--- src/include/ec_defines.svh ---
`ifndef EC_DEFINES_SVH
`define EC_DEFINES_SVH

// ----------------------------------------------------------------------
// Datapath widths
// ----------------------------------------------------------------------

// Range and probabilities
`define EC_RANGE_WIDTH  16

// Low register of the coder
`define EC_LOW_WIDTH    24

// Symbol index width, the symbol count has one bit more
`define EC_SYMBOL_WIDTH 4

// Signed bit counter
`define EC_CNT_WIDTH    5

// ----------------------------------------------------------------------
// Probability scaling
// ----------------------------------------------------------------------
`define EC_PROB_SHIFT   6
`define EC_MIN_PROB     4

// ----------------------------------------------------------------------
// Coder state after reset
// ----------------------------------------------------------------------
`define EC_RANGE_INIT   32768
`define EC_CNT_INIT     (-9)

`endif

--- src/ec_pkg.sv ---
`include "ec_defines.svh"

package ec_pkg;

  // Range value or scaled probability
  typedef logic [`EC_RANGE_WIDTH-1:0]      range_t;
  typedef logic [`EC_LOW_WIDTH-1:0]        low_t;
  typedef logic [`EC_SYMBOL_WIDTH-1:0]     symbol_t;
  typedef logic [`EC_SYMBOL_WIDTH:0]       nsyms_t;
  typedef logic signed [`EC_CNT_WIDTH-1:0] cnt_t;

  // Bit 0 set when word_1 is written, bit 1 set when word_2 is written
  typedef logic [1:0]                      emit_flag_t;

  // Only the top byte of the range enters the product
  localparam int range_top_shift = `EC_RANGE_WIDTH - 8;
  localparam int prod_width      = 2 * `EC_RANGE_WIDTH - 8 - `EC_PROB_SHIFT;

  // Scaled split point of the range for one probability value
  function automatic range_t scale_prob(range_t r, range_t f);
    logic [prod_width-1:0] r_top;
    logic [prod_width-1:0] f_scaled;
    logic [prod_width-1:0] prod;
    r_top    = prod_width'(r >> range_top_shift);
    f_scaled = prod_width'(f >> `EC_PROB_SHIFT);
    prod     = r_top * f_scaled;
    // Halved product
    return prod[`EC_RANGE_WIDTH:1];
  endfunction

endpackage

--- src/cdf_interval.sv ---
`timescale 1ns/1ns
`include "ec_defines.svh"

module cdf_interval (
  input  logic            general_clk,
  input  logic            reset,
  input  logic            symbol_strobe,
  input  logic            bool_mode,
  input  ec_pkg::range_t  cur_range,
  input  ec_pkg::range_t  fl,
  input  ec_pkg::range_t  fh,
  input  ec_pkg::symbol_t symbol,
  input  ec_pkg::nsyms_t  nsyms,
  output ec_pkg::range_t  low_incr,
  output ec_pkg::range_t  next_range,
  output logic            cdf_valid
);

  localparam ec_pkg::range_t min_prob = ec_pkg::range_t'(`EC_MIN_PROB);

  logic           fire;
  ec_pkg::nsyms_t remaining_u;
  ec_pkg::nsyms_t remaining_v;
  ec_pkg::range_t offset_u;
  ec_pkg::range_t offset_v;
  ec_pkg::range_t bound_u;
  ec_pkg::range_t bound_v;

  // Multi-symbol coding only
  assign fire = symbol_strobe & ~bool_mode;

  // --------------------------------------------------------------------
  // Minimum probability offsets
  // --------------------------------------------------------------------

  // Symbols left above each bound
  assign remaining_u = nsyms - ec_pkg::nsyms_t'(symbol);
  assign remaining_v = remaining_u - ec_pkg::nsyms_t'(1);

  // Each remaining symbol reserves the minimum probability
  assign offset_u = min_prob * ec_pkg::range_t'(remaining_u);
  assign offset_v = min_prob * ec_pkg::range_t'(remaining_v);

  // --------------------------------------------------------------------
  // Scaled cumulative bounds
  // --------------------------------------------------------------------

  // Symbol 0 takes the whole range as its upper bound
  assign bound_u = (symbol == '0) ? cur_range
                                  : ec_pkg::scale_prob(cur_range, fl) + offset_u;

  assign bound_v = ec_pkg::scale_prob(cur_range, fh) + offset_v;

  // --------------------------------------------------------------------
  // Result registers
  // --------------------------------------------------------------------

  always_ff @(posedge general_clk) begin
    if (reset) begin
      cdf_valid <= 1'b0;
    end else begin
      cdf_valid <= fire;
    end
  end

  // Interval result of the current symbol
  always_ff @(posedge general_clk) begin
    if (fire) begin
      // Low moves up past the part of the range above the symbol
      low_incr   <= cur_range - bound_u;
      next_range <= bound_u - bound_v;
    end
  end

endmodule

--- src/bool_interval.sv ---
`timescale 1ns/1ns
`include "ec_defines.svh"

module bool_interval (
  input  logic           general_clk,
  input  logic           reset,
  input  logic           symbol_strobe,
  input  logic           bool_mode,
  input  ec_pkg::range_t cur_range,
  input  ec_pkg::range_t fh,
  input  logic           bit_value,
  output ec_pkg::range_t low_incr,
  output ec_pkg::range_t next_range,
  output logic           bool_valid
);

  localparam ec_pkg::range_t min_prob = ec_pkg::range_t'(`EC_MIN_PROB);

  logic           fire;
  ec_pkg::range_t split;
  ec_pkg::range_t incr_d;
  ec_pkg::range_t range_d;

  assign fire = symbol_strobe & bool_mode;

  // Single split point of the range
  assign split = ec_pkg::scale_prob(cur_range, fh) + min_prob;

  // --------------------------------------------------------------------
  // Part selection by the coded bit
  // --------------------------------------------------------------------
  always_comb begin
    if (bit_value) begin
      // Lower part kept while low skips the upper part
      incr_d  = cur_range - split;
      range_d = split;
    end else begin
      incr_d  = '0;
      range_d = cur_range - split;
    end
  end

  always_ff @(posedge general_clk) begin
    if (reset) begin
      bool_valid <= 1'b0;
    end else begin
      bool_valid <= fire;
    end
  end

  // Interval result of the current bool
  always_ff @(posedge general_clk) begin
    if (fire) begin
      low_incr   <= incr_d;
      next_range <= range_d;
    end
  end

endmodule

--- src/renormalizer.sv ---
`timescale 1ns/1ns
`include "ec_defines.svh"

module renormalizer (
  input  logic               general_clk,
  input  logic               reset,
  input  logic               cdf_valid,
  input  ec_pkg::range_t     cdf_low_incr,
  input  ec_pkg::range_t     cdf_range,
  input  logic               bool_valid,
  input  ec_pkg::range_t     bool_low_incr,
  input  ec_pkg::range_t     bool_range,
  output ec_pkg::range_t     cur_range,
  output ec_pkg::low_t       low,
  output ec_pkg::cnt_t       cnt,
  output ec_pkg::range_t     word_1,
  output ec_pkg::range_t     word_2,
  output ec_pkg::emit_flag_t emit_flag,
  output logic               result_valid
);

  localparam int shift_width = $clog2(`EC_RANGE_WIDTH + 1);
  // One extra bit keeps the carry of low plus increment
  localparam int work_width  = `EC_LOW_WIDTH + 1;
  localparam int sum_width   = `EC_CNT_WIDTH + 2;

  typedef logic [work_width-1:0]       work_t;
  typedef logic signed [sum_width-1:0] sum_t;

  // Leading zeros of a range value, where zero gives the full width
  function automatic logic [shift_width-1:0] count_lz(ec_pkg::range_t value);
    logic [shift_width-1:0] zeros;
    zeros = shift_width'(`EC_RANGE_WIDTH);
    for (int i = 0; i < `EC_RANGE_WIDTH; i++) begin
      if (value[i]) begin
        zeros = shift_width'(`EC_RANGE_WIDTH - 1 - i);
      end
    end
    return zeros;
  endfunction

  // Keeps the bits of low below a position
  function automatic work_t low_mask(sum_t position);
    return (work_t'(1) << position) - work_t'(1);
  endfunction

  logic                   in_valid;
  ec_pkg::range_t         sel_incr;
  ec_pkg::range_t         sel_range;
  logic [shift_width-1:0] d;
  sum_t                   d_ext;
  sum_t                   s_sum;
  logic                   emit;
  logic                   emit_two;
  sum_t                   c;
  work_t                  work;
  ec_pkg::range_t         first_word;
  ec_pkg::range_t         last_word;
  ec_pkg::cnt_t           cnt_next;
  ec_pkg::low_t           low_next;
  ec_pkg::range_t         range_next;

  // --------------------------------------------------------------------
  // Active interval result
  // --------------------------------------------------------------------
  assign in_valid  = cdf_valid | bool_valid;
  assign sel_incr  = cdf_valid ? cdf_low_incr : bool_low_incr;
  assign sel_range = cdf_valid ? cdf_range : bool_range;

  // Renormalization shift
  assign d     = count_lz(sel_range);
  assign d_ext = sum_t'(d);

  assign s_sum    = sum_t'(cnt) + d_ext;
  assign emit     = (s_sum >= 0);
  // Enough bits for two bytes
  assign emit_two = (s_sum >= 8);

  // --------------------------------------------------------------------
  // Word emission and renormalization
  // --------------------------------------------------------------------
  always_comb begin
    work       = work_t'(low) + work_t'(sel_incr);
    c          = sum_t'(cnt) + sum_t'(`EC_RANGE_WIDTH);
    first_word = '0;
    last_word  = '0;
    cnt_next   = ec_pkg::cnt_t'(s_sum);
    if (emit) begin
      if (emit_two) begin
        first_word = ec_pkg::range_t'(work >> c);
        work       = work & low_mask(c);
        c          = c - sum_t'(8);
      end
      // Word keeps its carry bit above the byte
      last_word = ec_pkg::range_t'(work >> c);
      work      = work & low_mask(c);
      cnt_next  = ec_pkg::cnt_t'(c + d_ext - sum_t'(24));
    end
    low_next   = ec_pkg::low_t'(work << d);
    range_next = sel_range << d;
  end

  // --------------------------------------------------------------------
  // Coder state
  // --------------------------------------------------------------------
  always_ff @(posedge general_clk) begin
    if (reset) begin
      cur_range    <= ec_pkg::range_t'(`EC_RANGE_INIT);
      low          <= '0;
      cnt          <= ec_pkg::cnt_t'(`EC_CNT_INIT);
      result_valid <= 1'b0;
    end else begin
      result_valid <= in_valid;
      if (in_valid) begin
        cur_range <= range_next;
        low       <= low_next;
        cnt       <= cnt_next;
      end
    end
  end

  // Words and flag hold on results without emission
  always_ff @(posedge general_clk) begin
    if (reset) begin
      word_1    <= '0;
      word_2    <= '0;
      emit_flag <= '0;
    end else if (in_valid && emit) begin
      emit_flag <= {emit_two, 1'b1};
      word_1    <= emit_two ? first_word : last_word;
      if (emit_two) begin
        word_2 <= last_word;
      end
    end
  end

endmodule

--- src/range_encoder_top.sv ---
`timescale 1ns/1ns

module range_encoder_top (
  input  logic               general_clk,
  input  logic               reset,
  input  logic               symbol_strobe,
  input  logic               bool_mode,
  input  ec_pkg::range_t     fl,
  input  ec_pkg::range_t     fh,
  input  ec_pkg::symbol_t    symbol,
  input  ec_pkg::nsyms_t     nsyms,
  output ec_pkg::range_t     range,
  output ec_pkg::low_t       low,
  output ec_pkg::cnt_t       cnt,
  output ec_pkg::range_t     word_1,
  output ec_pkg::range_t     word_2,
  output ec_pkg::emit_flag_t emit_flag,
  output logic               result_valid
);

  ec_pkg::range_t cdf_low_incr;
  ec_pkg::range_t cdf_range;
  logic           cdf_valid;
  ec_pkg::range_t bool_low_incr;
  ec_pkg::range_t bool_range;
  logic           bool_valid;

  // --------------------------------------------------------------------
  // Interval units fed back with the current range
  // --------------------------------------------------------------------
  cdf_interval i_cdf_interval (
    .general_clk   (general_clk),
    .reset         (reset),
    .symbol_strobe (symbol_strobe),
    .bool_mode     (bool_mode),
    .cur_range     (range),
    .fl            (fl),
    .fh            (fh),
    .symbol        (symbol),
    .nsyms         (nsyms),
    .low_incr      (cdf_low_incr),
    .next_range    (cdf_range),
    .cdf_valid     (cdf_valid)
  );

  // Coded bit is symbol bit 0
  bool_interval i_bool_interval (
    .general_clk   (general_clk),
    .reset         (reset),
    .symbol_strobe (symbol_strobe),
    .bool_mode     (bool_mode),
    .cur_range     (range),
    .fh            (fh),
    .bit_value     (symbol[0]),
    .low_incr      (bool_low_incr),
    .next_range    (bool_range),
    .bool_valid    (bool_valid)
  );

  // Coder state and word output
  renormalizer i_renormalizer (
    .general_clk   (general_clk),
    .reset         (reset),
    .cdf_valid     (cdf_valid),
    .cdf_low_incr  (cdf_low_incr),
    .cdf_range     (cdf_range),
    .bool_valid    (bool_valid),
    .bool_low_incr (bool_low_incr),
    .bool_range    (bool_range),
    .cur_range     (range),
    .low           (low),
    .cnt           (cnt),
    .word_1        (word_1),
    .word_2        (word_2),
    .emit_flag     (emit_flag),
    .result_valid  (result_valid)
  );

endmodule

--- config.mk ---
export PLATFORM = sky130hd
export DESIGN_NAME = range_encoder_top
export DESIGN_NICKNAME = d
export VERILOG_FILES = /design/src/ec_pkg.sv /design/src/cdf_interval.sv /design/src/bool_interval.sv /design/src/renormalizer.sv /design/src/range_encoder_top.sv
export VERILOG_INCLUDE_DIRS = /design/src /design/src/include
export SDC_FILE = /design/constraint.sdc
export NUM_CORES = 1
export LEC_CHECK = 0
export ABC_CLOCK_PERIOD_IN_PS = 21900
export CAP_MARGIN = 10
export CORE_AREA = 2 2 268 270
export CTS_BUF_LIST = sky130_fd_sc_hd__clkbuf_4 sky130_fd_sc_hd__clkbuf_8
export CTS_CLUSTER_SIZE = 12
export DETAILED_ROUTE_END_ITERATION = 7
export DIE_AREA = 0 0 270 272
export DONT_BUFFER_PORTS = 1
export GPL_TIMING_DRIVEN = 0
export HOLD_SLACK_MARGIN = 0.08
export PLACE_DENSITY_LB_ADDON = 0.25
export SYNTH_ARGS = -nofsm -noshare
export SYNTH_HDL_FRONTEND = slang
export SYNTH_SLANG_ARGS = --single-unit
--- constraint.sdc ---
create_clock -name general_clk -period 21.9 [get_ports general_clk]
set_input_delay 2.19 -clock general_clk [delete_from_list [all_inputs] [get_ports general_clk]]
set_output_delay 2.19 -clock general_clk [all_outputs]
set_load 0.1 [all_outputs]
======== Word level (Yosys, flattened, before mapping) ========
Cells that the tools add are included.
word-level totals
  bits in registers ....................... 146
  output and inout bits ................... 80
  logic and storage cells ................. 77
  input bits .............................. 45
operators by class
  shift operators ......................... 6
  reductions and logical operators ........ 3
  add/sub/neg operators ................... 16
  muxes and demuxes ....................... 29
  $mul .................................... 2
  bitwise gates (word level) .............. 6
  order comparisons ....................... 2
operators by type and width
  kind                                                 number
  two-way mux 16 bit                                   7
  two-way mux 5 bit                                    17
  two-way mux 25 bit                                   3
  bitwise AND 25 bit                                   2
  left shift 1 x 7 -> 25 bit, first input constant     2
  >> shifter 25 x 7 -> 16 bit                          2
  subtractor 25 x 1 -> 25 bit, second input constant   2
  subtractor 16 bit                                    3
  multiplier 8 x 10 -> 17 bit                          2
  adder 16 x 7 -> 16 bit                               2
  adder 24 x 16 -> 25 bit                              1
  left shift 25 x 5 -> 24 bit                          1
  adder 16 x 3 -> 16 bit, second input constant        1
  left shift 16 x 5 -> 16 bit                          1
  two-way mux 7 bit                                    2
  adder 5 x 6 -> 7 bit                                 1
  adder 5 x 6 -> 7 bit, second input constant          1
  >= comparator 7 x 1 -> 1 bit, second input constant  1
  >= comparator 7 x 5 -> 1 bit, second input constant  1
  subtractor 7 x 5 -> 7 bit, second input constant     1
  adder 5 bit                                          1
  subtractor 5 x 1 -> 5 bit, second input constant     1
  subtractor 5 x 4 -> 5 bit                            1
  subtractor 5 x 4 -> 5 bit, second input constant     1
  other kinds (6)                                      7

======== Depth between registers and ports, before layout ========
  depth after elaboration ................. 26
  gate-level depth with buffers ........... 33
  depth with buffers taken out ............ 29

======== Hierarchy ========
Synthesis repeated with hierarchy kept, for this count alone.
second synthesis, totals
  cell total of the unflattened synthesis .. 3079
  area total of the unflattened synthesis .. 24449.7 um2
by module, submodules not included
  module         cells an instance  sequential area each (um2)  instances  area an instance (um2)
  renormalizer   1598               1601.5                      1          11169.5
  cdf_interval   948                980.9                       1          8313.0
  bool_interval  533                980.9                       1          4967.3

======== Least setup slack after synthesis ========
Ideal clock, no wire load.
  path type ............................... input to register
  from .................................... in fl[12]
  to ...................................... reg i_cdf_interval.next_range[15], data pin
  slack ................................... 13782 ps
  buffers on the path ..................... 1
  stages .................................. 26
  arrival time ............................ 7850 ps
  required time ........................... 21632 ps
  setup time .............................. 268 ps
  path through ............................ and2_1 > fa_1 > inv_1 > fa_1 > fa_1 > fa_1 > inv_1 > ha_1 > clkbuf_1 > and2_1 > a221oi_1 > o21ai_0 > a21o_1 > a21oi_1 > xnor2_1 > nand3_1 > xor2_1 > nor2_1 > a21oi_1 > ha_1 > inv_1 > ha_1 > or3_1 > a211oi_1 > nor3_1 > xnor3_1
on the way
  word-level cells in the longest chain between the ends .. 4
RTL lines
  item                         RTL line                RTL
  start: declaration           range_encoder_top.sv:8  input ec_pkg::range_t fl,
  multiplier 8 x 10 -> 17 bit  ec_pkg.sv:26            prod = r_top * f_scaled;
  adder 16 x 7 -> 16 bit       cdf_interval.sv:50      : ec_pkg::scale_prob(cur_range, fl) + offset_u;
  two-way mux 16 bit           cdf_interval.sv:49      assign bound_u = (symbol == '0) ? cur_range
  subtractor 16 bit            cdf_interval.sv:71      next_range <= bound_u - bound_v;
  end signal: assignment       cdf_interval.sv:71
  end: declaration             cdf_interval.sv:15      output ec_pkg::range_t next_range,
Every way passes these cells.
A chain may end at the register's enable or synchronous reset.

======== Worst setup path in the final report ========
  from .................................... reg i_cdf_interval.cdf_valid
  to ...................................... reg i_renormalizer.low[15]
on the way
  word-level cells in the longest chain between the ends .. 26
  elaborated cells on any way between the ends .. 33
  classes of those cells .................. add/sub: 3; order compare: 2; shift: 2; mux: 23; bitwise: 3
RTL lines
  item                              RTL line             RTL
  start: declaration                cdf_interval.sv:16   output logic cdf_valid
  start signal: assignment          cdf_interval.sv:62   cdf_valid <= fire;
  two-way mux 16 bit                renormalizer.sv:68   assign sel_range = cdf_valid ? cdf_range : bool_range;
  two-way mux 5 bit (16 in series)  renormalizer.sv:35   if (value[i]) begin
  adder 5 x 6 -> 7 bit              renormalizer.sv:74   assign s_sum = sum_t'(cnt) + d_ext;
  >= comparator 7 x 5 -> 1 bit      renormalizer.sv:77   assign emit_two = (s_sum >= 8);
  two-way mux 7 bit                 renormalizer.sv:89   if (emit_two) begin
  two-way mux 7 bit                 renormalizer.sv:88   if (emit) begin
  left shift 1 x 7 -> 25 bit        renormalizer.sv:44   return (work_t'(1) << position) - work_t'(1);
  subtractor 25 x 1 -> 25 bit       renormalizer.sv:44
  bitwise AND 25 bit                renormalizer.sv:96   work = work & low_mask(c);
  two-way mux 25 bit                renormalizer.sv:88
  left shift 25 x 5 -> 24 bit       renormalizer.sv:99   low_next = ec_pkg::low_t'(work << d);
  end signal: assignment            renormalizer.sv:116  low <= low_next;
  end: declaration                  renormalizer.sv:14   output ec_pkg::low_t low,
Several ways; a longest one is shown, not always the timed one. The select of a mux whose other input is x is not followed.

==> results.md <==
- Status: complete, no violations
- Kind of critical path: reg -> reg
- CP max-delay cell: a221oi_1
- Crit-path max FO: 11
- Fin nets: around 3000
- Via count of the routed design: ~21000
- Final worst path period need: approximately 11 ns
- DR iter-0 viols: ~2200
- Post-CTS Setup Repair Bufs: 0
- Post-route clock skew: approximately 0.034 ns
- Syn Std Cell Area: around 21000 um2
- Post-Syn Instances: 2693
- Detail Route Antenna Nets: 0
- Core area: 70800 um2
- Worst-skew pair later-pin latency: between 0.5 and 0.6 ns
- Highest-count cells in the layout ignoring fill and taps: nand2_1, nor2_1, a21oi_1
- Initial antenna violation count: 4
- Startpoint types: flip-flop
- Setup TNS: 0 ns
- Fmax: between 90 and 100 MHz
- Post-synthesis async set-or-reset flop share: 0
- Crit path from: i_cdf_interval.cdf_valid
- Worst path most repeated cell: buf_2
- Crit end category: flip-flop
- Final setup viols: 0
- Layout cells sized above 1: 0.0594
- Critical path's top delay family: compound AO/OA/AOI/OAI gates
- Max Cap Violations: 0
- Final Hold Viols: 0
- Placed Cells incl. Taps: 3668
- Worst path required time: 22.29 ns
- Num rows: 98
- Initial core utilization: 0.296
- Htree depth: 4
- Maximum clock insertion buffer count: 2
- Register area share after synthesis: 0.170
- GPL Wtd Cong: between 1 and 1.5
- Vias/cell: roughly 5.7
- Biggest cell delay along the critical path: approximately 0.9 ns
- Critical Path AT: 11.27 ns
- Die width: between 200 and 300 um
- Final hold slack: ~0.51 ns
- Post-synthesis net count: between 3000 and 4000
- # DRC: 0
- WL/cell: approximately 26 um
- R2R Path Start: i_cdf_interval.cdf_valid
- Hold Crit Start: i_renormalizer.low[10]
- Hold buffer count at CTS: 0
- CTS tree: done
- Vias in the first global route: ~21000
- GRT Util Overall: 0.257
- RSZ-0062 raised after global routing: no
- # port buffers: 0
- Clk sinks: around 150
- Syn. warnings: 0
- Area delta synth->final: 10.1%
- DRT Pass-1 Iters: 6
- Relative slew slack: 0.108
- Cts bufs inserted: 17
- Slew @ Worst Pin: around 1.3 ns
- Post-Route WL: around 96 mm
- Final period utilization: 0.497
- Final Max Tran Viols: 0
- Post-CTS sizing: 0
- CTS clk-pin slew, worst paths: about 0.11 ns
- Post-synth EDFFs: 64
- Most common cell after layout, fill and taps aside: nand2_1
- Flops & latches, synth: roughly 150
- Largest net degree at the start of global routing: 33
- Post-Layout Cell Count: 3713
- Synth Flop Type: dfxtp_1
- Crit path buf inv count: 9
- Top-level I/O count: ~130
- Worst Hold Class: reg -> reg
- Overflow after GRT: 0
- First-pass GRT wire length: approximately 140 mm
- Die Area: ~73000 um2
- Clk Tree Root Cell: clkbuf_8
- Die H: ~270 um
- Post-DP HPWL: a little under 80 mm
- Synthesized area per cell: 7.78 um2
- Unique masters post-synth: between 90 and 100
-- state kept, by name, indices dropped and copies added (netlist names), 2 cells and up --
register and flops:
i_bool_interval.next_range 16, i_renormalizer.low 24, i_cdf_interval.low_incr 16, i_renormalizer.word_2 16, i_bool_interval.low_incr 16, i_renormalizer.cur_range 16, i_cdf_interval.next_range 16, i_renormalizer.cnt 5
i_renormalizer.word_1 16, i_renormalizer.emit_flag 2
-- Yosys cell counts (64+ instances only) --
| cell | instances | area (um2) |
|---|---|---|
| and2_1 | 94 | 588 |
| nand2_1 | 317 | 1190 |
| o21ai_0 | 150 | 751 |
| a21oi_1 | 199 | 996 |
| fa_1 | 108 | 2160 |
| dfxtp_1 | 82 | 1640 |
| xnor2_1 | 81 | 709 |
| edfxtp_1 | 64 | 1920 |
| nand3_1 | 66 | 330 |
| nor2_1 | 212 | 796 |
| clkbuf_1 | 129 | 484 |
| nor3_1 | 69 | 345 |
| inv_1 | 195 | 732 |
| ha_1 | 165 | 2060 |
-- cell type report --
type                       count  area, um2
multi-input combinational   2188      16000
inverter                     203        762
buffer                       156        599
clock inverter                12        100
timing repair buffer          35        532
antenna                        3       7.51
fill                        7731      47700
tap                          950       1190
clock buffer                  20        256
sequential                   146       3570
-- through the flow --
step / utilization / setup WS, ns / instance area, um2
4_1_cts: 0.324 / 11.34 / 22900
3_3_place_gp: 0.313 / 11.34 / 22100
3_5_place_dp: 0.319 / 11.40 / 22600
2_1_floorplan: - / 13.78 / 20900
6_report: 0.326 / 11.02 / 23100
5_1_grt: 0.326 / 10.67 / 23000
-- worst min-delay path: stages, from the launching register on --
cell	delay, ns
dfxtp_1	0.36
nand2_1	0.07
a21oi_1	0.05
-- worst paths after layout --
path	end	slack (ns)	cells after the start
worst max-delay path	i_renormalizer.low[15]	11.02	30
worst min-delay path	i_renormalizer.low[10]	0.51	2
worst max register to register	i_renormalizer.low[15]	11.02	30
worst min register to register	i_renormalizer.low[10]	0.51	2
-- cell families after synthesis --
family          share of synthesized area
compound gates                      0.255
flops                               0.170
fa+ha+maj                           0.202
mux                                0.0581
simple gates                        0.196
xor+xnor                           0.0536
buf+inv                            0.0650
-- metal layers --
metal  wire length, um  GRT usage
met1             38900      0.310
met2             44600      0.431
met3              6480     0.0503
met4              5870      0.140
met5                 0          0
Power is left out: the tool's default activity adds up to more than one toggle a clock period on the data nets, which glitch-free logic cannot reach.
